### config.mk
export PLATFORM = sky130hd
export DESIGN_NAME = kbd_controller
export DESIGN_NICKNAME = d
export VERILOG_FILES = /design/src/verilog/kbd_pkg.sv /design/src/verilog/kbd_event_if.sv /design/src/verilog/ps2_rx.sv /design/src/verilog/ps2_kbd.sv /design/src/verilog/keycode_rom.sv /design/src/verilog/kbd_fifo.sv /design/src/verilog/kbd_regs.sv /design/src/verilog/kbd_controller.sv
export SDC_FILE = /design/constraint.sdc
export NUM_CORES = 1
export LEC_CHECK = 0
export ABC_AREA = 1
export BUFFER_PORTS_ARGS = -buffer_cell sky130_fd_sc_hd__buf_4
export CORE_UTILIZATION = 30
export DETAILED_ROUTE_END_ITERATION = 8
export SYNTH_ARGS = -nofsm -noshare
export SYNTH_HDL_FRONTEND = slang
export SYNTH_SLANG_ARGS = --single-unit
export TNS_END_PERCENT = 20
### constraint.sdc
create_clock -name clk_i -period 6.2 [get_ports clk_i]
set_clock_uncertainty 0.1 [all_clocks]
set_input_delay 1.24 -clock clk_i [delete_from_list [all_inputs] [get_ports clk_i]]
set_output_delay 1.24 -clock clk_i [all_outputs]
set_load 0.02 [all_outputs]
### src/verilog/kbd_pkg.sv
package kbd_pkg;

    typedef logic [31:0] word_t;
    typedef logic [7:0]  byte_t;

    // Bus word addresses
    typedef enum logic [3:0] {
        PORT_DATA    = 4'h0,
        PORT_CONTROL = 4'h1
    } port_t;

    typedef enum logic [1:0] {
        RX_IDLE,
        RX_DATA,
        RX_PARITY,
        RX_STOP
    } rx_state_t;

    // Control write bits
    localparam int CTRL_IRQ_EN  = 0;
    localparam int CTRL_FLUSH   = 1;
    localparam int CTRL_CLR_ERR = 2;

    // Control read status bits
    localparam int STAT_FRAME_ERR = 8;
    localparam int STAT_OVERFLOW  = 9;

    // Key event FIFO, break flag plus virtual key
    localparam int FIFO_ADDR_W = 4;
    localparam int FIFO_W      = 9;

    // System clocks without a PS/2 clock edge before a partial frame is dropped
    localparam int PS2_TIMEOUT = 200;

    // Set 2 prefix bytes
    localparam byte_t SC_EXTENDED = 8'hE0;
    localparam byte_t SC_BREAK    = 8'hF0;

endpackage

### src/verilog/kbd_event_if.sv
`timescale 1ns/1ps

interface kbd_event_if;
    import kbd_pkg::*;

    logic  valid;
    logic  is_break;
    logic  extended;
    byte_t code;

    modport source (output valid, output is_break, output extended, output code);
    modport sink (input valid, input is_break, input extended, input code);

endinterface

### src/verilog/ps2_rx.sv
`timescale 1ns/1ps

module ps2_rx (
    input  logic            clk_i,
    input  logic            reset_i,
    input  logic            ps2_clk_i,
    input  logic            ps2_data_i,
    output kbd_pkg::byte_t  data_o,
    output logic            valid_o,
    output logic            frame_err_o
);
    import kbd_pkg::*;

    localparam int TO_W = $clog2(PS2_TIMEOUT + 1);

    logic [1:0] clk_sync;
    logic [1:0] data_sync;
    logic       clk_prev;
    logic       fall;
    logic       timeout;
    rx_state_t  state;
    logic [2:0] bit_cnt;
    logic [TO_W-1:0] quiet_cnt;
    byte_t      shift_r;
    logic       parity_ok;

    // Two flop synchronizers, lines idle high
    always_ff @(posedge clk_i) begin
        if (reset_i) begin
            clk_sync  <= 2'b11;
            data_sync <= 2'b11;
            clk_prev  <= 1'b1;
        end else begin
            clk_sync  <= {clk_sync[0], ps2_clk_i};
            data_sync <= {data_sync[0], ps2_data_i};
            clk_prev  <= clk_sync[1];
        end
    end

    assign fall    = clk_prev && !clk_sync[1];
    assign timeout = (quiet_cnt == TO_W'(PS2_TIMEOUT));

    always_ff @(posedge clk_i) begin
        if (reset_i || fall || state == RX_IDLE) begin
            quiet_cnt <= '0;
        end else if (!timeout) begin
            quiet_cnt <= quiet_cnt + 1'b1;
        end
    end

    always_ff @(posedge clk_i) begin
        if (reset_i) begin
            state       <= RX_IDLE;
            bit_cnt     <= '0;
            valid_o     <= 1'b0;
            frame_err_o <= 1'b0;
        end else begin
            valid_o     <= 1'b0;
            frame_err_o <= 1'b0;
            if (fall) begin
                case (state)
                    RX_IDLE: begin
                        // Start bit is a low data line
                        if (!data_sync[1]) begin
                            state   <= RX_DATA;
                            bit_cnt <= '0;
                        end
                    end
                    RX_DATA: begin
                        bit_cnt <= bit_cnt + 1'b1;
                        if (bit_cnt == 3'd7) begin
                            state <= RX_PARITY;
                        end
                    end
                    RX_PARITY: state <= RX_STOP;
                    RX_STOP: begin
                        state <= RX_IDLE;
                        if (parity_ok && data_sync[1]) begin
                            valid_o <= 1'b1;
                        end else begin
                            frame_err_o <= 1'b1;
                        end
                    end
                    default: state <= RX_IDLE;
                endcase
            end else if (timeout) begin
                state <= RX_IDLE;
            end
        end
    end

    // LSB first shift, odd parity over data and parity bit
    always_ff @(posedge clk_i) begin
        if (fall && state == RX_DATA) begin
            shift_r <= {data_sync[1], shift_r[7:1]};
        end
        if (fall && state == RX_PARITY) begin
            parity_ok <= ^{shift_r, data_sync[1]};
        end
    end

    assign data_o = shift_r;

endmodule

### src/verilog/ps2_kbd.sv
`timescale 1ns/1ps

module ps2_kbd (
    input  logic               clk_i,
    input  logic               reset_i,
    input  kbd_pkg::byte_t     data_i,
    input  logic               valid_i,
    kbd_event_if.source        ev
);
    import kbd_pkg::*;

    logic ext_pend;
    logic brk_pend;
    logic is_prefix;

    assign is_prefix = (data_i == SC_EXTENDED) || (data_i == SC_BREAK);

    always_ff @(posedge clk_i) begin
        if (reset_i) begin
            ext_pend <= 1'b0;
            brk_pend <= 1'b0;
            ev.valid <= 1'b0;
        end else begin
            ev.valid <= 1'b0;
            if (valid_i) begin
                if (data_i == SC_EXTENDED) begin
                    ext_pend <= 1'b1;
                end else if (data_i == SC_BREAK) begin
                    brk_pend <= 1'b1;
                end else begin
                    // Final byte of a sequence, flags are consumed
                    ev.valid <= 1'b1;
                    ext_pend <= 1'b0;
                    brk_pend <= 1'b0;
                end
            end
        end
    end

    // Event payload
    always_ff @(posedge clk_i) begin
        if (valid_i && !is_prefix) begin
            ev.code     <= data_i;
            ev.is_break <= brk_pend;
            ev.extended <= ext_pend;
        end
    end

endmodule

### src/verilog/keycode_rom.sv
`timescale 1ns/1ps

module keycode_rom (
    input  logic                       clk_i,
    input  logic                       reset_i,
    kbd_event_if.sink                  ev,
    output logic [kbd_pkg::FIFO_W-1:0] wr_data_o,
    output logic                       wr_en_o
);
    import kbd_pkg::*;

    byte_t vk;

    // Index is {extended, scan code}
    always_comb begin
        case ({ev.extended, ev.code})
            9'h01C: vk = "A";
            9'h032: vk = "B";
            9'h021: vk = "C";
            9'h023: vk = "D";
            9'h024: vk = "E";
            9'h02B: vk = "F";
            9'h034: vk = "G";
            9'h033: vk = "H";
            9'h043: vk = "I";
            9'h03B: vk = "J";
            9'h042: vk = "K";
            9'h04B: vk = "L";
            9'h03A: vk = "M";
            9'h031: vk = "N";
            9'h044: vk = "O";
            9'h04D: vk = "P";
            9'h015: vk = "Q";
            9'h02D: vk = "R";
            9'h01B: vk = "S";
            9'h02C: vk = "T";
            9'h03C: vk = "U";
            9'h02A: vk = "V";
            9'h01D: vk = "W";
            9'h022: vk = "X";
            9'h035: vk = "Y";
            9'h01A: vk = "Z";
            9'h045: vk = "0";
            9'h016: vk = "1";
            9'h01E: vk = "2";
            9'h026: vk = "3";
            9'h025: vk = "4";
            9'h02E: vk = "5";
            9'h036: vk = "6";
            9'h03D: vk = "7";
            9'h03E: vk = "8";
            9'h046: vk = "9";
            9'h029: vk = 8'h20;
            9'h05A: vk = 8'h0D;
            9'h066: vk = 8'h08;
            9'h076: vk = 8'h1B;
            // Extended arrows up, down, left, right
            9'h175: vk = 8'h80;
            9'h172: vk = 8'h81;
            9'h16B: vk = 8'h82;
            9'h174: vk = 8'h83;
            default: vk = 8'h00;
        endcase
    end

    always_ff @(posedge clk_i) begin
        if (reset_i) begin
            wr_en_o <= 1'b0;
        end else begin
            wr_en_o <= ev.valid && (vk != 8'h00);
        end
    end

    always_ff @(posedge clk_i) begin
        wr_data_o <= {ev.is_break, vk};
    end

endmodule

### src/verilog/kbd_fifo.sv
`timescale 1ns/1ps

module kbd_fifo #(
    parameter int WIDTH  = 9,
    parameter int ADDR_W = 4
) (
    input  logic             clk_i,
    input  logic             reset_i,
    input  logic [WIDTH-1:0] wr_data_i,
    input  logic             wr_en_i,
    input  logic             rd_en_i,
    input  logic             flush_i,
    output logic [WIDTH-1:0] rd_data_o,
    output logic             not_empty_o,
    output logic             overflow_o
);

    localparam int DEPTH = 2 ** ADDR_W;

    logic [WIDTH-1:0]  mem [DEPTH];
    logic [ADDR_W-1:0] wr_ptr;
    logic [ADDR_W-1:0] rd_ptr;
    logic [ADDR_W:0]   count;
    logic              full;
    logic              do_wr;
    logic              do_rd;

    assign full        = (count == (ADDR_W + 1)'(DEPTH));
    assign not_empty_o = (count != '0);
    assign do_wr       = wr_en_i && !full && !flush_i;
    assign do_rd       = rd_en_i && not_empty_o && !flush_i;
    // Write into a full FIFO is dropped, older entries stay
    assign overflow_o  = wr_en_i && full && !flush_i;
    assign rd_data_o   = mem[rd_ptr];

    always_ff @(posedge clk_i) begin
        if (reset_i || flush_i) begin
            wr_ptr <= '0;
            rd_ptr <= '0;
            count  <= '0;
        end else begin
            if (do_wr) begin
                wr_ptr <= wr_ptr + 1'b1;
            end
            if (do_rd) begin
                rd_ptr <= rd_ptr + 1'b1;
            end
            count <= count + (ADDR_W + 1)'(do_wr) - (ADDR_W + 1)'(do_rd);
        end
    end

    always_ff @(posedge clk_i) begin
        if (do_wr) begin
            mem[wr_ptr] <= wr_data_i;
        end
    end

endmodule

### src/verilog/kbd_regs.sv
`timescale 1ns/1ps

module kbd_regs (
    input  logic                       clk_i,
    input  logic                       reset_i,
    input  logic                       chip_select_i,
    input  logic [3:0]                 addr_i,
    input  logic                       read_enable_i,
    input  kbd_pkg::word_t             write_data_i,
    input  logic [3:0]                 write_mask_i,
    output kbd_pkg::word_t             read_data_o,
    output logic                       interrupt_o,
    input  logic [kbd_pkg::FIFO_W-1:0] fifo_data_i,
    input  logic                       fifo_not_empty_i,
    input  logic                       overflow_i,
    input  logic                       frame_err_i,
    output logic                       fifo_pop_o,
    output logic                       fifo_flush_o
);
    import kbd_pkg::*;

    port_t port;
    logic  rd_stb;
    logic  ctrl_wr;
    logic  clr_err;
    logic  irq_en;
    logic  frame_err;
    logic  overflow;
    word_t data_word;
    word_t ctrl_word;

    assign port    = port_t'(addr_i);
    assign rd_stb  = chip_select_i && read_enable_i;
    assign ctrl_wr = chip_select_i && !read_enable_i && write_mask_i[0]
                     && (port == PORT_CONTROL);
    assign clr_err = ctrl_wr && write_data_i[CTRL_CLR_ERR];

    assign fifo_pop_o   = rd_stb && (port == PORT_DATA) && fifo_not_empty_i;
    assign fifo_flush_o = ctrl_wr && write_data_i[CTRL_FLUSH];
    assign interrupt_o  = irq_en && fifo_not_empty_i;

    // Valid at 16, break at 8, key in the low byte
    assign data_word = {15'b0, fifo_not_empty_i, 7'b0,
                        fifo_not_empty_i ? fifo_data_i : {FIFO_W{1'b0}}};

    always_comb begin
        ctrl_word                 = '0;
        ctrl_word[CTRL_IRQ_EN]    = irq_en;
        ctrl_word[STAT_FRAME_ERR] = frame_err;
        ctrl_word[STAT_OVERFLOW]  = overflow;
    end

    always_ff @(posedge clk_i) begin
        if (reset_i) begin
            irq_en      <= 1'b0;
            frame_err   <= 1'b0;
            overflow    <= 1'b0;
            read_data_o <= '0;
        end else begin
            if (ctrl_wr) begin
                irq_en <= write_data_i[CTRL_IRQ_EN];
            end
            // A new error wins over a clear in the same cycle
            frame_err <= frame_err_i || (frame_err && !clr_err);
            overflow  <= overflow_i || (overflow && !clr_err);
            if (rd_stb) begin
                case (port)
                    PORT_DATA:    read_data_o <= data_word;
                    PORT_CONTROL: read_data_o <= ctrl_word;
                    default:      read_data_o <= '0;
                endcase
            end
        end
    end

endmodule

### src/verilog/kbd_controller.sv
`timescale 1ns/1ps

module kbd_controller (
    input  logic           clk_i,
    input  logic           reset_i,
    input  logic           ps2_clk_i,
    input  logic           ps2_data_i,
    input  logic           chip_select_i,
    input  logic [3:0]     addr_i,
    input  logic           read_enable_i,
    input  kbd_pkg::word_t write_data_i,
    input  logic [3:0]     write_mask_i,
    output kbd_pkg::word_t read_data_o,
    output logic           interrupt_o
);
    import kbd_pkg::*;

    byte_t             rx_data;
    logic              rx_valid;
    logic              rx_frame_err;
    logic [FIFO_W-1:0] rom_data;
    logic              rom_wr;
    logic [FIFO_W-1:0] fifo_data;
    logic              fifo_not_empty;
    logic              fifo_overflow;
    logic              fifo_pop;
    logic              fifo_flush;

    kbd_event_if ev ();

    ps2_rx u_rx (
        .clk_i       (clk_i),
        .reset_i     (reset_i),
        .ps2_clk_i   (ps2_clk_i),
        .ps2_data_i  (ps2_data_i),
        .data_o      (rx_data),
        .valid_o     (rx_valid),
        .frame_err_o (rx_frame_err)
    );

    ps2_kbd u_kbd (
        .clk_i   (clk_i),
        .reset_i (reset_i),
        .data_i  (rx_data),
        .valid_i (rx_valid),
        .ev      (ev.source)
    );

    keycode_rom u_rom (
        .clk_i     (clk_i),
        .reset_i   (reset_i),
        .ev        (ev.sink),
        .wr_data_o (rom_data),
        .wr_en_o   (rom_wr)
    );

    kbd_fifo #(
        .WIDTH  (FIFO_W),
        .ADDR_W (FIFO_ADDR_W)
    ) u_fifo (
        .clk_i       (clk_i),
        .reset_i     (reset_i),
        .wr_data_i   (rom_data),
        .wr_en_i     (rom_wr),
        .rd_en_i     (fifo_pop),
        .flush_i     (fifo_flush),
        .rd_data_o   (fifo_data),
        .not_empty_o (fifo_not_empty),
        .overflow_o  (fifo_overflow)
    );

    kbd_regs u_regs (
        .clk_i            (clk_i),
        .reset_i          (reset_i),
        .chip_select_i    (chip_select_i),
        .addr_i           (addr_i),
        .read_enable_i    (read_enable_i),
        .write_data_i     (write_data_i),
        .write_mask_i     (write_mask_i),
        .read_data_o      (read_data_o),
        .interrupt_o      (interrupt_o),
        .fifo_data_i      (fifo_data),
        .fifo_not_empty_i (fifo_not_empty),
        .overflow_i       (fifo_overflow),
        .frame_err_i      (rx_frame_err),
        .fifo_pop_o       (fifo_pop),
        .fifo_flush_o     (fifo_flush)
    );

endmodule

; ---- Yosys cells after proc, flatten, opt, wreduce, memory -nomap -nowiden
; Memory sizes are Yosys's and may differ from the RTL's. A register that Yosys moved wholly into a read port is not among the register bits.
; Index checks and enable logic that the tools add are counted.
[classes]
add_sub_neg = 6
eq_ne = 57
muxes = 20
bitwise = 4
n_reduce_logical = 48
[ops]
columns = cell, count
row1 = 8-bit case mux with 44 select lines, 1
row2 = "9-bit by 6-bit == test with 1-bit output, second input constant", 23
row3 = "9-bit by 7-bit == test with 1-bit output, second input constant", 10
row4 = "9-bit by 5-bit == test with 1-bit output, second input constant", 7
row5 = "9-bit == test, second input constant", 4
row6 = 17-bit case mux with 2 select lines, 1
row7 = "8-bit == test, second input constant", 3
row8 = 1-bit logical AND, 23
row9 = 9-bit two-way mux, 1
row10 = 9-bit XOR reduction, 1
row11 = "4-bit by 1-bit adder with 4-bit output, second input constant", 2
row12 = "8-bit by 1-bit adder with 8-bit output, second input constant", 1
row13 = 1-bit two-way mux, 8
row14 = 2-bit two-way mux, 4
row15 = 4-bit two-way mux, 2
row16 = 2-bit case mux with 4 select lines, 1
row17 = 8-bit nonzero test, 1
row18 = 1-bit logical NOT, 6
row19 = 1-bit logical OR, 6
row20 = "3-bit inequality test, second input constant", 2
row21 = 3-bit case mux with 2 select lines, 1
row22 = 3-bit AND reduction, 2
row23 = 3-bit OR reduction, 2
row24 = 5-bit by 1-bit adder with 5-bit output, 1
row25 = other kinds (16), 22
[totals]
register_bits = 100
mem_bits_rw = 144
input_bits = 46
mem_count = 1
[memory_table]
columns = name, depth, word_bits, read_ports, rd_ports_with_merged_regs, write_ports, line_no
row1 = u_fifo.mem, 16, 9, 1, 1, 1, kbd_fifo.sv:20  ; logic [WIDTH-1:0] mem [DEPTH];

; ---- Longest topological paths before layout
; Gate-level depths: netlist of run 1.
[depth]
word_depth = 9
mapped_depth = 17
depth_no_buf = 16

; ---- Modules after synthesis
; A second synthesis of run 1 with hierarchy kept.
[hier_totals]
cells_unflattened = 1229
hier_area_um2 = 10796.6
[by_module_without_submodules]
columns = mod, instances, cells_per_inst, area_each_um2
row1 = kbd_fifo, 1, 721, 7193.1
row2 = ps2_rx, 1, 155, 1318.8
row3 = keycode_rom, 1, 196, 994.7
row4 = kbd_regs, 1, 120, 828.3
row5 = ps2_kbd, 1, 37, 461.7

; ---- Worst setup path after synthesis of run 1
; OpenSTA, ideal clock, no wires.
[synth_path]
path_type = input to register
from = input addr_i[0]
to = register u_fifo.count[4]
setup_ns = 0.113
t_arrival_ns = 3.179
t_required_ns = 5.987
path_slack_ns = 2.808
stages = 15
n_path_buf = 1
cell_sequence = nor4_1 > nand2_1 > nor2_1 > buf_4 > ha_1 > inv_1 > ha_1 > inv_1 > fa_1 > inv_1 > a21oi_1 > o21bai_1 > nand2_1 > nand2_1 > nor2_1
[synth_between]
word_cells_on_any_way = 13
cone_classes = add/sub: 2 / eq/ne: 1 / reduce/logical: 10
[synth_lines]
columns = item, line_no
row1 = from (decl), kbd_controller.sv:9  ; input logic [3:0] addr_i,
row2 = 4-bit by 1-bit == test with 1-bit output / 4-bit logical NOT (equally long branches), "kbd_regs.sv:35, kbd_regs.sv:38"
row3 = 1-bit logical AND (on tied branches), "kbd_regs.sv:35, kbd_regs.sv:38"
row4 = 1-bit logical AND (on tied branches), "kbd_regs.sv:39, kbd_regs.sv:38"
row5 = 1-bit logical NOT / 1-bit logical AND (equally long branches), kbd_fifo.sv:31  ; assign do_rd = rd_en_i && not_empty_o && !flush_i;
row6 = 1-bit logical AND *, kbd_fifo.sv:31
row7 = net u_fifo.do_rd, kbd_fifo.sv:26  ; logic do_rd;
row8 = 5-bit by 1-bit subtractor with 5-bit output *, kbd_fifo.sv:48  ; count <= count + (ADDR_W + 1)'(do_wr) - (ADDR_W + 1)'(do_rd);
row9 = to (signal assigned), kbd_fifo.sv:48
row10 = to (decl), kbd_fifo.sv:23  ; logic [ADDR_W:0] count;
; The timed path passes the listed nets; every way through them passes the cells marked *.
; A chain may end at the register's enable or synchronous reset.

; ---- Worst setup path after layout of run 1
[layout_path]
from = input addr_i[0]
to = register u_fifo.count[4]
[layout_between]
elab_chain_cells = 7
word_cells_on_any_way = 13
cone_classes = add/sub: 2 / eq/ne: 1 / reduce/logical: 10
[layout_lines]
columns = item, line_no
row1 = 4-bit by 1-bit == test with 1-bit output, kbd_regs.sv:35  ; && (port == PORT_CONTROL);
row2 = 1-bit logical AND, kbd_regs.sv:35
row3 = 1-bit logical AND, kbd_regs.sv:39  ; assign fifo_flush_o = ctrl_wr && write_data_i[CTRL_FLUSH];
row4 = 1-bit logical NOT, "kbd_fifo.sv:30, kbd_fifo.sv:31"
row5 = 1-bit logical AND, kbd_fifo.sv:30  ; assign do_wr = wr_en_i && !full && !flush_i;
row6 = 5-bit by 1-bit adder with 5-bit output, kbd_fifo.sv:48
row7 = 5-bit by 1-bit subtractor with 5-bit output, kbd_fifo.sv:48
; Parallel ways exist; a longest one is shown, timed or not.

==> results of run 1 <==
==> cell type report <==
type / instances / area (um^2)
Fill cell: 3378 / 22020
Clock inverter: 12 / 155.1
Inverter: 97 / 366.6
Timing Repair Buffer: 29 / 217.7
Clock buffer: 30 / 611.8
Sequential cell: 227 / 6177
Tap cell: 448 / 560.5
Multi-Input combinational cell: 668 / 3342
==> report_power, final <==
| group | internal [mW] | switching (mW) | total [mW] |
|---|---|---|---|
| Combinational | 0.0176 | 0.0360 | 0.0537 |
| Sequential | 1.61 | 0.00351 | 1.61 |
| Clock | 0.830 | 0.570 | 1.40 |
| Total | 2.46 | 0.609 | 3.07 |
==> worst paths after layout <==
kind,startpoint,end,slack (ps),cells after the start
setup / recovery,addr_i[0],u_fifo.count[4],2340,15
hold / removal,u_kbd.ev.is_break,u_rom.wr_data_o[8],250,0
setup reg to reg,u_fifo.count[3],u_fifo.count[4],3010,16
hold reg to reg,u_kbd.ev.is_break,u_rom.wr_data_o[8],250,0
==> flip-flops by register name, indices dropped and copies added (netlist names), 4 cells and up, named ones only <==
register            count
u_fifo.count            5
u_fifo.mem            144
u_fifo.rd_ptr           4
u_fifo.wr_ptr           4
u_kbd.ev.code           8
u_regs.read_data_o     11
u_rom.wr_data_o         9
u_rx.data_o             8
u_rx.quiet_cnt          8
==> layout by cell type, fill, tap and decap left out, drive strengths merged, types with 13 or more instances in the layout <==
cell type and instances:
inv 94, nand3 94, nor2 148, clkbuf 30
dfxtp 64, a21oi 53, buf 29, edfxtp 163
o21ai 63, conb 21, ha 19, nand2 193
nor3 13
==> worst max-delay path: cells and delay by family <==
kind	cells	cell delay, ps
compound gates	2	240
fa+ha+maj	3	930
buf+inv	4	320
simple gates	6	1450
==> metal layers <==
metal / GRT usage / vias to the layer above / wire length (um)
met4: 0.04328 / 0 / 605
met5: 0 / - / 0
met1: 0.1728 / 3317 / 10010
met3: 0.01624 / 41 / 1085
li1: - / 3462 / -
met2: 0.2145 / 174 / 10390
==> cell families after synthesis <==
| family | count (synthesis) |
|---|---|
| buf+inv | 149 |
| compound gates | 136 |
| flops | 227 |
| xor+xnor | 14 |
| simple gates | 477 |
| other cells | 1 |
| fa+ha+maj | 20 |
==> flow_metrics.tcl, run 1 <==
set metrics [dict create \
    status "complete, no violations" \
    synth_top_area_share 0.4815 \
    area_delta_synth_final_pct 12.44 \
    io_pins 79 \
    post_cts_resized 0 \
    row_count 67 \
    grt_pass1_vias 6623 \
    min_period_over_period 0.6222 \
    drtIter0Drc 417 \
    effective_utilization_at_floorplan 0.3039 \
    yosys.area_share.simple 0.2095 \
    static-leakage-power_nw 4.266 \
    postSynth.asyncResetShare 0 \
    worstPathMaxFanout 12 \
    cts_hold_buf 0 \
    setup_total_negative_slack_ps 0 \
    globalRoute.totalOverflow 0 \
    postRouteWirelength_mm 22.09 \
    clk_transition_reported_paths_ps 60 \
    die-height_um 186.1 \
    diodes 0 \
    worstHoldPathType "flop to flop" \
    fin_util 0.3418 \
    cts_buffer_depth 3 \
    grt_pass1_wl_mm 34.87 \
    report.power.total_mw 3.066 \
    yosys-top-cells-count "sky130_fd_sc_hd__nand2_1 (180), sky130_fd_sc_hd__edfxtp_1 (163), sky130_fd_sc_hd__nor2_1 (139)" \
    synthesis.area_per_instance_um2 9.928 \
    criticalPathCategory "input pin to flop" \
    design.final.nets 1112 \
    critical_path.cell_chain "buf_4, nor4_1, nand2_1, nor2_1, ha_1, inv_1, ha_1, inv_1, fa_1, inv_1, a21oi_1, o21bai_1, nand2_1, nand2_1, nor2_1" \
    max_stage_delay_ps 620 \
    antenna_found_initial 0 \
    timing.final.setup_violations 0 \
    dpl_cell_area_um2 10660 \
    rsz0062_at_grt "no" \
    weighted_congestion_at_the_end_of_routability_driven_global_placement 0.8332 \
    finalHoldWorstSlack_ps 248.2 \
    endpoint_kind "flop" \
    final_antenna_net_count 0 \
    arrival_ps 4180 \
    synth.cell_area_um2 10170 \
    synth_compound_gate_area_share 0.07360 \
    fp.dieArea_um2 34630 \
    ir_drop_mv 0.2173 \
    post_synth_fa_ha_maj_area_fraction 0.02535 \
    ranking_of_synthesized_cells_by_area "sky130_fd_sc_hd__edfxtp_1 (48%), sky130_fd_sc_hd__dfxtp_1 (13%), sky130_fd_sc_hd__nand2_1 (6.6%)" \
    timing.final.ws_setup_ps 2342 \
    dpl_worst_slack_ps 1757 \
    clock_insertion_delay_at_the_later_pin_of_the_skew_report_ps 520 \
    slowest_stage "sky130_fd_sc_hd__nor2_1" \
    clock_tree_from_tritoncts "done" \
    finalWorstPathRequiredPeriod_ps 3858 \
    report.final.hold_viol_count 0 \
    tightestPinTransition_ps 1024 \
    avgRoutedWirePerCell_um 14.62 \
    post_route_cells_drive_above_1_share 0.09784 \
    dp.cells 1469 \
    synth_area_leader_cell "sky130_fd_sc_hd__edfxtp_1" \
    post_layout_nonfiller_instances 1511 \
    core-area_um2 33450 \
    cts_setup_buffers 0 \
    synthCells 1024 \
    drt-pass1-iter-count 5 \
    max-cap-violations 0 \
    synth_top_family_by_area "simple AND/OR/NAND/NOR gates" \
    grt_max_degree 60 \
    numCtsBuffers 23 \
    worst_setup_path_start_kind "input pin" \
    via_per_inst 4.629 \
    post-synth-top-count-cell "sky130_fd_sc_hd__nand2_1" \
    global_route.usage.total 0.1290 \
    timing_max_transition_violations_final 0 \
    fin_area_um2 11430 \
    htree_num_levels 1 \
    remaining_drc_errors 0 \
    power.density_cell_area_nw_per_um2 268.2 \
    synth_mux_area_frac 0 \
    library_cell_used_as_clock_root_buffer "sky130_fd_sc_hd__clkbuf_16" \
    maxSlewHeadroom 0.3160 \
    synth_ff_type "sky130_fd_sc_hd__edfxtp_1" \
    dp.final_hpwl_mm 14.21 \
    achievable-frequency_mhz 259.2 \
    synth_xor_area_frac 0.01206 \
    port-buffer-count 25 \
    die_width_um 186.1 \
    crit_required_ps 6520 \
    synth.distinct_cells 42 \
    synth-warning-count 0 \
    synth_edf_count 163 \
    ys_seq_elements 227 \
    clock-sinks 227 \
    sequential_to_total_area_share_from_yosys_stat 0.6075 \
    route.vias.total 6994 \
]
Power figures use the tool's default switching activity.
==> run 2: changes to the inputs <==
==> constraint.sdc (replaced) <==
create_clock -name clk_i -period 3.1 [get_ports clk_i]
set_clock_uncertainty 0.1 [all_clocks]
set_input_delay 0.62 -clock clk_i [delete_from_list [all_inputs] [get_ports clk_i]]
set_output_delay 0.62 -clock clk_i [all_outputs]
set_load 0.02 [all_outputs]
==> run 2 against run 1 <==
  * Hold slack got worse by 55 ps
  * Global-route usage increased by 0.097 points
  * Design area increased by 0.23%
  * Sequential share of layout area decreased by 0.12 points
  * Via count increased by 1.1%
  * Combinational power increased by 100%
  * First-iteration DRC count increased by 28%
  * Register-to-register slack got worse by 2500 ps
  * Sequential cell count unchanged
  * Core utilization increased by 0.078 points
==> flow_metrics.tcl, run 2 (synthesis results as in run 1) <==
set metrics [dict create \
    status "complete, no violations" \
    port-buffer-count 25 \
    ir_drop_mv 0.3774 \
    die_width_um 186.1 \
    cp-endpoint "u_fifo.count[4]" \
    report.final.hold_viol_count 0 \
    top_regs "u_fifo.mem: 144 flops, u_regs.read_data_o: 11 flops, u_rom.wr_data_o: 9 flops" \
    largest_register_ff_count 144 \
    report.power.total_mw 6.024 \
    min_period_over_period 0.8211 \
    final_antenna_net_count 0 \
    weighted_congestion_at_the_end_of_routability_driven_global_placement 0.8515 \
    r2r_end "u_fifo.count[4]" \
    max-cap-violations 0 \
    cts_buffer_depth 3 \
    area_delta_synth_final_pct 12.70 \
    htree_num_levels 1 \
    globalRoute.totalOverflow 0 \
    grt_pass1_wl_mm 35.07 \
    fin_util 0.3425 \
    postRouteWirelength_mm 22.37 \
    row_count 67 \
    grt_max_degree 44 \
    dp.final_hpwl_mm 14.90 \
    achievable-frequency_mhz 392.9 \
    static-leakage-power_nw 4.290 \
    clk_transition_reported_paths_ps 60 \
    timing_max_transition_violations_final 0 \
    design.final.nets 1120 \
    layout.cells.most_common_list "sky130_fd_sc_hd__nand2_1 (180), sky130_fd_sc_hd__edfxtp_1 (163), sky130_fd_sc_hd__nor2_1 (139)" \
    post_route_cells_drive_above_1_share 0.1027 \
    cts_setup_buffers 0 \
    fill_cells 3371 \
    arrival_ps 2870 \
    worstPathMaxFanout 2 \
    power.density_cell_area_nw_per_um2 525.8 \
    clock_tree_from_tritoncts "done" \
    diodes 0 \
    post_layout_nonfiller_instances 1519 \
    dpl_cell_area_um2 10720 \
    r2r_slack_ps 550 \
    timing.final.setup_violations 0 \
    core-area_um2 33450 \
    fp.dieArea_um2 34630 \
    r2r_cells 16 \
    library_cell_used_as_clock_root_buffer "sky130_fd_sc_hd__clkbuf_16" \
    route.vias.total 7069 \
    numCtsBuffers 23 \
    tightestPinTransition_ps 925.9 \
    regMostFlops "u_fifo.mem" \
    crit_start "u_fifo.count[2]" \
    effective_utilization_at_floorplan 0.3039 \
    endpoint_kind "flop" \
    timing.rr.start "u_fifo.count[2]" \
    worstHoldPathType "input pin to flop" \
    criticalPathCategory "flop to flop" \
    remaining_drc_errors 0 \
    worst_setup_path_start_kind "flop" \
    setup_total_negative_slack_ps 0 \
    cts_hold_buf 0 \
    grt_pass1_vias 6653 \
    avgRoutedWirePerCell_um 14.73 \
    post_cts_resized 0 \
    drtIter0Drc 533 \
    io_pins 79 \
    rsz0062_at_grt "no" \
    finalWorstPathRequiredPeriod_ps 2545 \
    maxSlewHeadroom 0.3805 \
    via_per_inst 4.654 \
    crit_required_ps 3420 \
    clock_insertion_delay_at_the_later_pin_of_the_skew_report_ps 530 \
    fin_area_um2 11460 \
    die-height_um 186.1 \
    drt-pass1-iter-count 7 \
    antenna_found_initial 0 \
    dp.cells 1477 \
    final_common_cell "sky130_fd_sc_hd__nand2_1" \
    clock-sinks 227 \
    global_route.usage.total 0.1300 \
]
[run 2: cell type report]
cell class / count / area (um^2) / share of cell area
Timing Repair Buffer: 37 / 277.8 / 0.02424
Multi-Input combinational cell: 668 / 3337 / 0.2913
Clock inverter: 7 / 77.57 / 0.006771
Clock buffer: 35 / 660.6 / 0.05766
Sequential cell: 227 / 6177 / 0.5392
Tap cell: 448 / 560.5 / 0.04892
Inverter: 97 / 366.6 / 0.03200
[run 2: worst min path at each step]
stage / from / to / slack (ps) / cells past startpoint
2_1_floorplan: u_kbd.ev.is_break / u_rom.wr_data_o[8] / 220 / 0
3_3_place_gp: u_kbd.ev.is_break / u_rom.wr_data_o[8] / 230 / 0
3_5_place_dp: u_kbd.ev.is_break / u_rom.wr_data_o[8] / 230 / 0
4_1_cts: ps2_data_i / u_rx.data_sync[0] / 180 / 2
5_1_grt: ps2_data_i / u_rx.data_sync[0] / 180 / 2
6_report: ps2_data_i / u_rx.data_sync[0] / 190 / 2
[run 2: metrics by stage]
step	hold slack, ps	setup WS [ps]
global placement	227.0	114.8
floorplan	223.3	328.0
finish	193.1	554.6
global route	181.6	306.6
CTS	178.9	528.0
detailed placement	228.8	37.83
[run 2: critical path, stage by stage (launching register included)]
cell,delay [ps]
sky130_fd_sc_hd__dfxtp_1,330
sky130_fd_sc_hd__inv_1,60
sky130_fd_sc_hd__ha_1,210
sky130_fd_sc_hd__nand4_1,110
sky130_fd_sc_hd__nand2_1,80
sky130_fd_sc_hd__nor2_1,130
sky130_fd_sc_hd__ha_1,240
sky130_fd_sc_hd__inv_1,60
sky130_fd_sc_hd__ha_1,160
sky130_fd_sc_hd__inv_1,60
sky130_fd_sc_hd__fa_1,410
sky130_fd_sc_hd__inv_1,90
sky130_fd_sc_hd__a21oi_1,60
sky130_fd_sc_hd__o21bai_1,160
sky130_fd_sc_hd__nand2_1,70
sky130_fd_sc_hd__nand2_1,70
sky130_fd_sc_hd__nor2_1,40
[run 2: routing by layer]
layer / part of all wire / global-route usage / up-vias / wire, um
met5: 0 / 0 / - / 0
met4: 0.029 / 0.04787 / 0 / 638
met3: 0.048 / 0.01702 / 54 / 1076
met2: 0.46 / 0.2088 / 190 / 10240
met1: 0.47 / 0.1782 / 3350 / 10410
li1: - / - / 3475 / -
[run 2: where the power goes]
part / total, mW / internal [mW] / switching (mW)
clock network: 2.69 / 1.56 / 1.12
registers: 3.23 / 3.22 / 0.00683
logic: 0.110 / 0.0371 / 0.0725
==> run 3: changes to the inputs <==
--- a/config.mk
+++ b/config.mk
@@ -5,7 +5,7 @@
 export SDC_FILE = /design/constraint.sdc
 export NUM_CORES = 1
 export LEC_CHECK = 0
-export ABC_AREA = 1
+export ABC_AREA = 0
 export BUFFER_PORTS_ARGS = -buffer_cell sky130_fd_sc_hd__buf_4
 export CORE_UTILIZATION = 30
 export DETAILED_ROUTE_END_ITERATION = 8
==> constraint.sdc (replaced) <==
create_clock -name clk_i -period 2.23 [get_ports clk_i]
set_clock_uncertainty 0.1 [all_clocks]
set_input_delay 0.446 -clock clk_i [delete_from_list [all_inputs] [get_ports clk_i]]
set_output_delay 0.446 -clock clk_i [all_outputs]
set_load 0.02 [all_outputs]
==> run 3 against run 2 <==
  * Global-route usage shrank 0.28 points
  * Hold slack worse by 170 ps
  * Sequential power rose by 38%
  * Register-to-register slack lost 830 ps
  * The flow now finishes with violations (negative setup slack)
  * Power up 43%
  * Non-clock buffer count increased by 105
  * Setup slack worse by 830 ps
  * Area after synthesis decreased by 2.2%
  * Combinational power is 19% higher
==> flow_metrics.tcl, run 3 <==
set metrics [dict create \
    largest_register_ff_count 144 \
    critical_path.cell_chain "inv_2, ha_4, nor4b_4, nor3_2, nand2_1, inv_2, ha_4, inv_2, ha_4, inv_2, fa_2, inv_1, a21oi_2, nor2_1, or3_1, a21oi_2" \
    cp-endpoint "u_fifo.count[4]" \
    clkPwrFrac 0.465 \
    globalRouteMet1Util 0.1712 \
    globalRoute.busiestLayer "met2" \
    power.density_cell_area_nw_per_um2 687.0 \
    achievable-frequency_mhz 399.4 \
    endpoint_kind "flop" \
    criticalPathCategory "flop to flop" \
    crit_start "u_fifo.count[3]" \
    fin_util 0.3851 \
    report.final.hold_viol_count 0 \
    synth_area_leader_cell "sky130_fd_sc_hd__edfxtp_1" \
    cts_buffer_depth 3 \
    grt_pass1_vias 5973 \
    drt-pass1-iter-count 5 \
    avgRoutedWirePerCell_um 16.43 \
    regMostFlops "u_fifo.mem" \
    via_per_inst 4.679 \
    violations "negative setup slack" \
    area_delta_synth_final_pct 26.04 \
    cts_hold_buf 0 \
    r2r_end "u_fifo.count[4]" \
    min_delay_path_depth 2 \
    synth_ff_type "sky130_fd_sc_hd__edfxtp_1" \
    arrival_ps 2840 \
    synth-warning-count 0 \
    synthesis.area_per_instance_um2 13.92 \
    netSwitchingFraction 0.1912 \
    timing_max_transition_violations_final 0 \
    ranking_of_synthesized_cells_by_area "sky130_fd_sc_hd__edfxtp_1 (49%), sky130_fd_sc_hd__dfxtp_1 (13%), sky130_fd_sc_hd__mux4_2 (9.5%)" \
    ir_drop_mv 0.4672 \
    final_antenna_net_count 0 \
    setup_total_negative_slack_ps -878.8 \
    synth_edf_count 163 \
    maxSlewHeadroom 0.5681 \
    finalWorstPathRequiredPeriod_ps 2503 \
    die-height_um 184.0 \
    dp.final_hpwl_mm 14.34 \
    p_comb_frac 0.015 \
    synthCells 714 \
    die_width_um 184.0 \
    effective_utilization_at_floorplan 0.3055 \
    drtIter0Drc 479 \
    io_pins 79 \
    dpl_cell_area_um2 11220 \
    multiInputGateArea_um2 3636 \
    crit_family "simple AND/OR/NAND/NOR gates" \
    groute.layer.met3.usage 0.02219 \
    sequential_to_total_area_share_from_yosys_stat 0.6213 \
    grt_pass1_wl_mm 33.55 \
    clk_transition_reported_paths_ps 60 \
    r2r_cells 16 \
    timing.final.ws_setup_ps -273.5 \
    timing.rr.start "u_fifo.count[3]" \
    post-synth-top-count-cell "sky130_fd_sc_hd__edfxtp_1" \
    worst-path-buf-inv 5 \
    postRouteWirelength_mm 21.45 \
    timing.final.setup_violations 14 \
    core-area_um2 32540 \
    clock_tree_from_tritoncts "done" \
    fill_cells 3058 \
    tightestPinTransition_ps 646.5 \
    status "finished, violations left" \
    weighted_congestion_at_the_end_of_routability_driven_global_placement 0.8487 \
    fp.dieArea_um2 33870 \
    antenna_found_initial 0 \
    top_regs "u_fifo.mem: 144 flops, u_regs.read_data_o: 11 flops, u_rom.wr_data_o: 9 flops" \
    ys_seq_elements 227 \
    cpMostUsedCell "sky130_fd_sc_hd__inv_2" \
    share_seq_of_total_power 0.520 \
    remaining_drc_errors 0 \
    r2r_slack_ps -270 \
    synth.distinct_cells 67 \
    htree_num_levels 1 \
    final_common_cell "sky130_fd_sc_hd__edfxtp_1" \
    row_count 66 \
    worstPathMaxFanout 2 \
    yosys-top-cells-count "sky130_fd_sc_hd__edfxtp_1 (163), sky130_fd_sc_hd__dfxtp_1 (64), sky130_fd_sc_hd__nor2_1 (59)" \
    global_route.usage.total 0.1272 \
    globalRoute.totalOverflow 0 \
    worst_setup_path_start_kind "flop" \
    port-buffer-count 25 \
    clock_insertion_delay_at_the_later_pin_of_the_skew_report_ps 510 \
    numCtsBuffers 24 \
    met2_layer_usage_reported_by_global_route 0.2130 \
    crit_cells 16 \
    crit_required_ps 2570 \
    design.final.nets 912 \
    max_stage_delay_ps 350 \
    clock-sinks 227 \
    post_route_cells_drive_above_1_share 0.3322 \
    route.vias.total 6111 \
    library_cell_used_as_clock_root_buffer "sky130_fd_sc_hd__clkbuf_16" \
    max-cap-violations 0 \
    postSynth.asyncResetShare 0 \
    grt_max_degree 33 \
    min_period_over_period 1.123 \
    layout.cells.most_common_list "sky130_fd_sc_hd__edfxtp_1 (163), sky130_fd_sc_hd__buf_4 (113), sky130_fd_sc_hd__dfxtp_1 (61)" \
    diodes 0 \
    report.power.total_mw 8.608 \
    rsz0062_at_grt "yes" \
    cellInternalPower_mw 6.962 \
    worstHoldPathType "input pin to flop" \
    synth_top_area_share 0.4924 \
    fin_area_um2 12530 \
    finalHoldWorstSlack_ps 24.58 \
    psw_mw 1.646 \
    static-leakage-power_nw 4.289 \
    seqCellArea_um2 6180 \
    slowest_stage "sky130_fd_sc_hd__or3_1" \
    synth.cell_area_um2 9941 \
]
run 3: cell families (layout without fill, tap and decap cells):
group | Yosys count | count (layout) | synth area share
AO/OA/AOI/OAI | 85 | 85 | 0.05576
XOR/XNOR | 28 | 28 | 0.02467
adder cells (fa/ha/maj) | 20 | 20 | 0.02593
buffers and inverters | 85 | 215 | 0.04707
flip-flops | 227 | 227 | 0.6213
multiplexers | 52 | 52 | 0.1057
other | 1 | 21 | 0.0003772
AND/OR/NAND/NOR | 216 | 216 | 0.1192
run 3: layout make-up:
cell class / instances / share of cell area
Sequential cell: 227 / 0.4932
Clock buffer: 36 / 0.05712
Timing Repair Buffer: 142 / 0.09896
Multi-Input combinational cell: 422 / 0.2902
Clock inverter: 8 / 0.007689
Inverter: 29 / 0.008688
Tap cell: 442 / 0.04414
run 3: what timing repair did:
| action | 4_1_cts | 5_1_grt |
|---|---|---|
| endpoints found under the hold margin | 0 | 0 |
| gates cloned | 1 | 0 |
| resized for setup | 46 | 35 |
| pin swaps | 14 | 9 |
| setup buffers | 14 | 15 |
| setup endpoints to repair | 132 | 110 |
run 3: layer usage:
metal  share of wire  wire length (um)
met1            0.44              9540
met2            0.48             10320
met3           0.050              1062
met4           0.025               526
met5               0                 0
run 3: worst min-delay path by stage:
stage	endpoint	start	slack (ps)
5_1_grt	u_rx.data_sync[0]	ps2_data_i	10
6_report	u_rx.data_sync[0]	ps2_data_i	20
3_3_place_gp	u_rom.wr_data_o[8]	u_kbd.ev.is_break	230
4_1_cts	u_rx.data_sync[0]	ps2_data_i	10
3_5_place_dp	u_rom.wr_data_o[8]	u_kbd.ev.is_break	230
2_1_floorplan	u_rom.wr_data_o[8]	u_kbd.ev.is_break	220
run 3: metrics by stage:
stage               std cells  setup WS (ps)
finish                   1306         -273.5
global route             1306         -411.9
CTS                      1295         -277.6
detailed placement       1236         -508.1
global placement         1236         -503.4
floorplan                 734         -362.5
run 3: power groups by stage:
stage / Sequential [mW] / Clock [mW] / Combinational [mW]
floorplan: 4.57 / 0 / 0.0964
global placement: 4.56 / 0 / 0.124
detailed placement: 4.56 / 0 / 0.125
CTS: 4.47 / 4.11 / 0.135
global route: 4.47 / 4.29 / 0.143
finish: 4.47 / 4.00 / 0.131
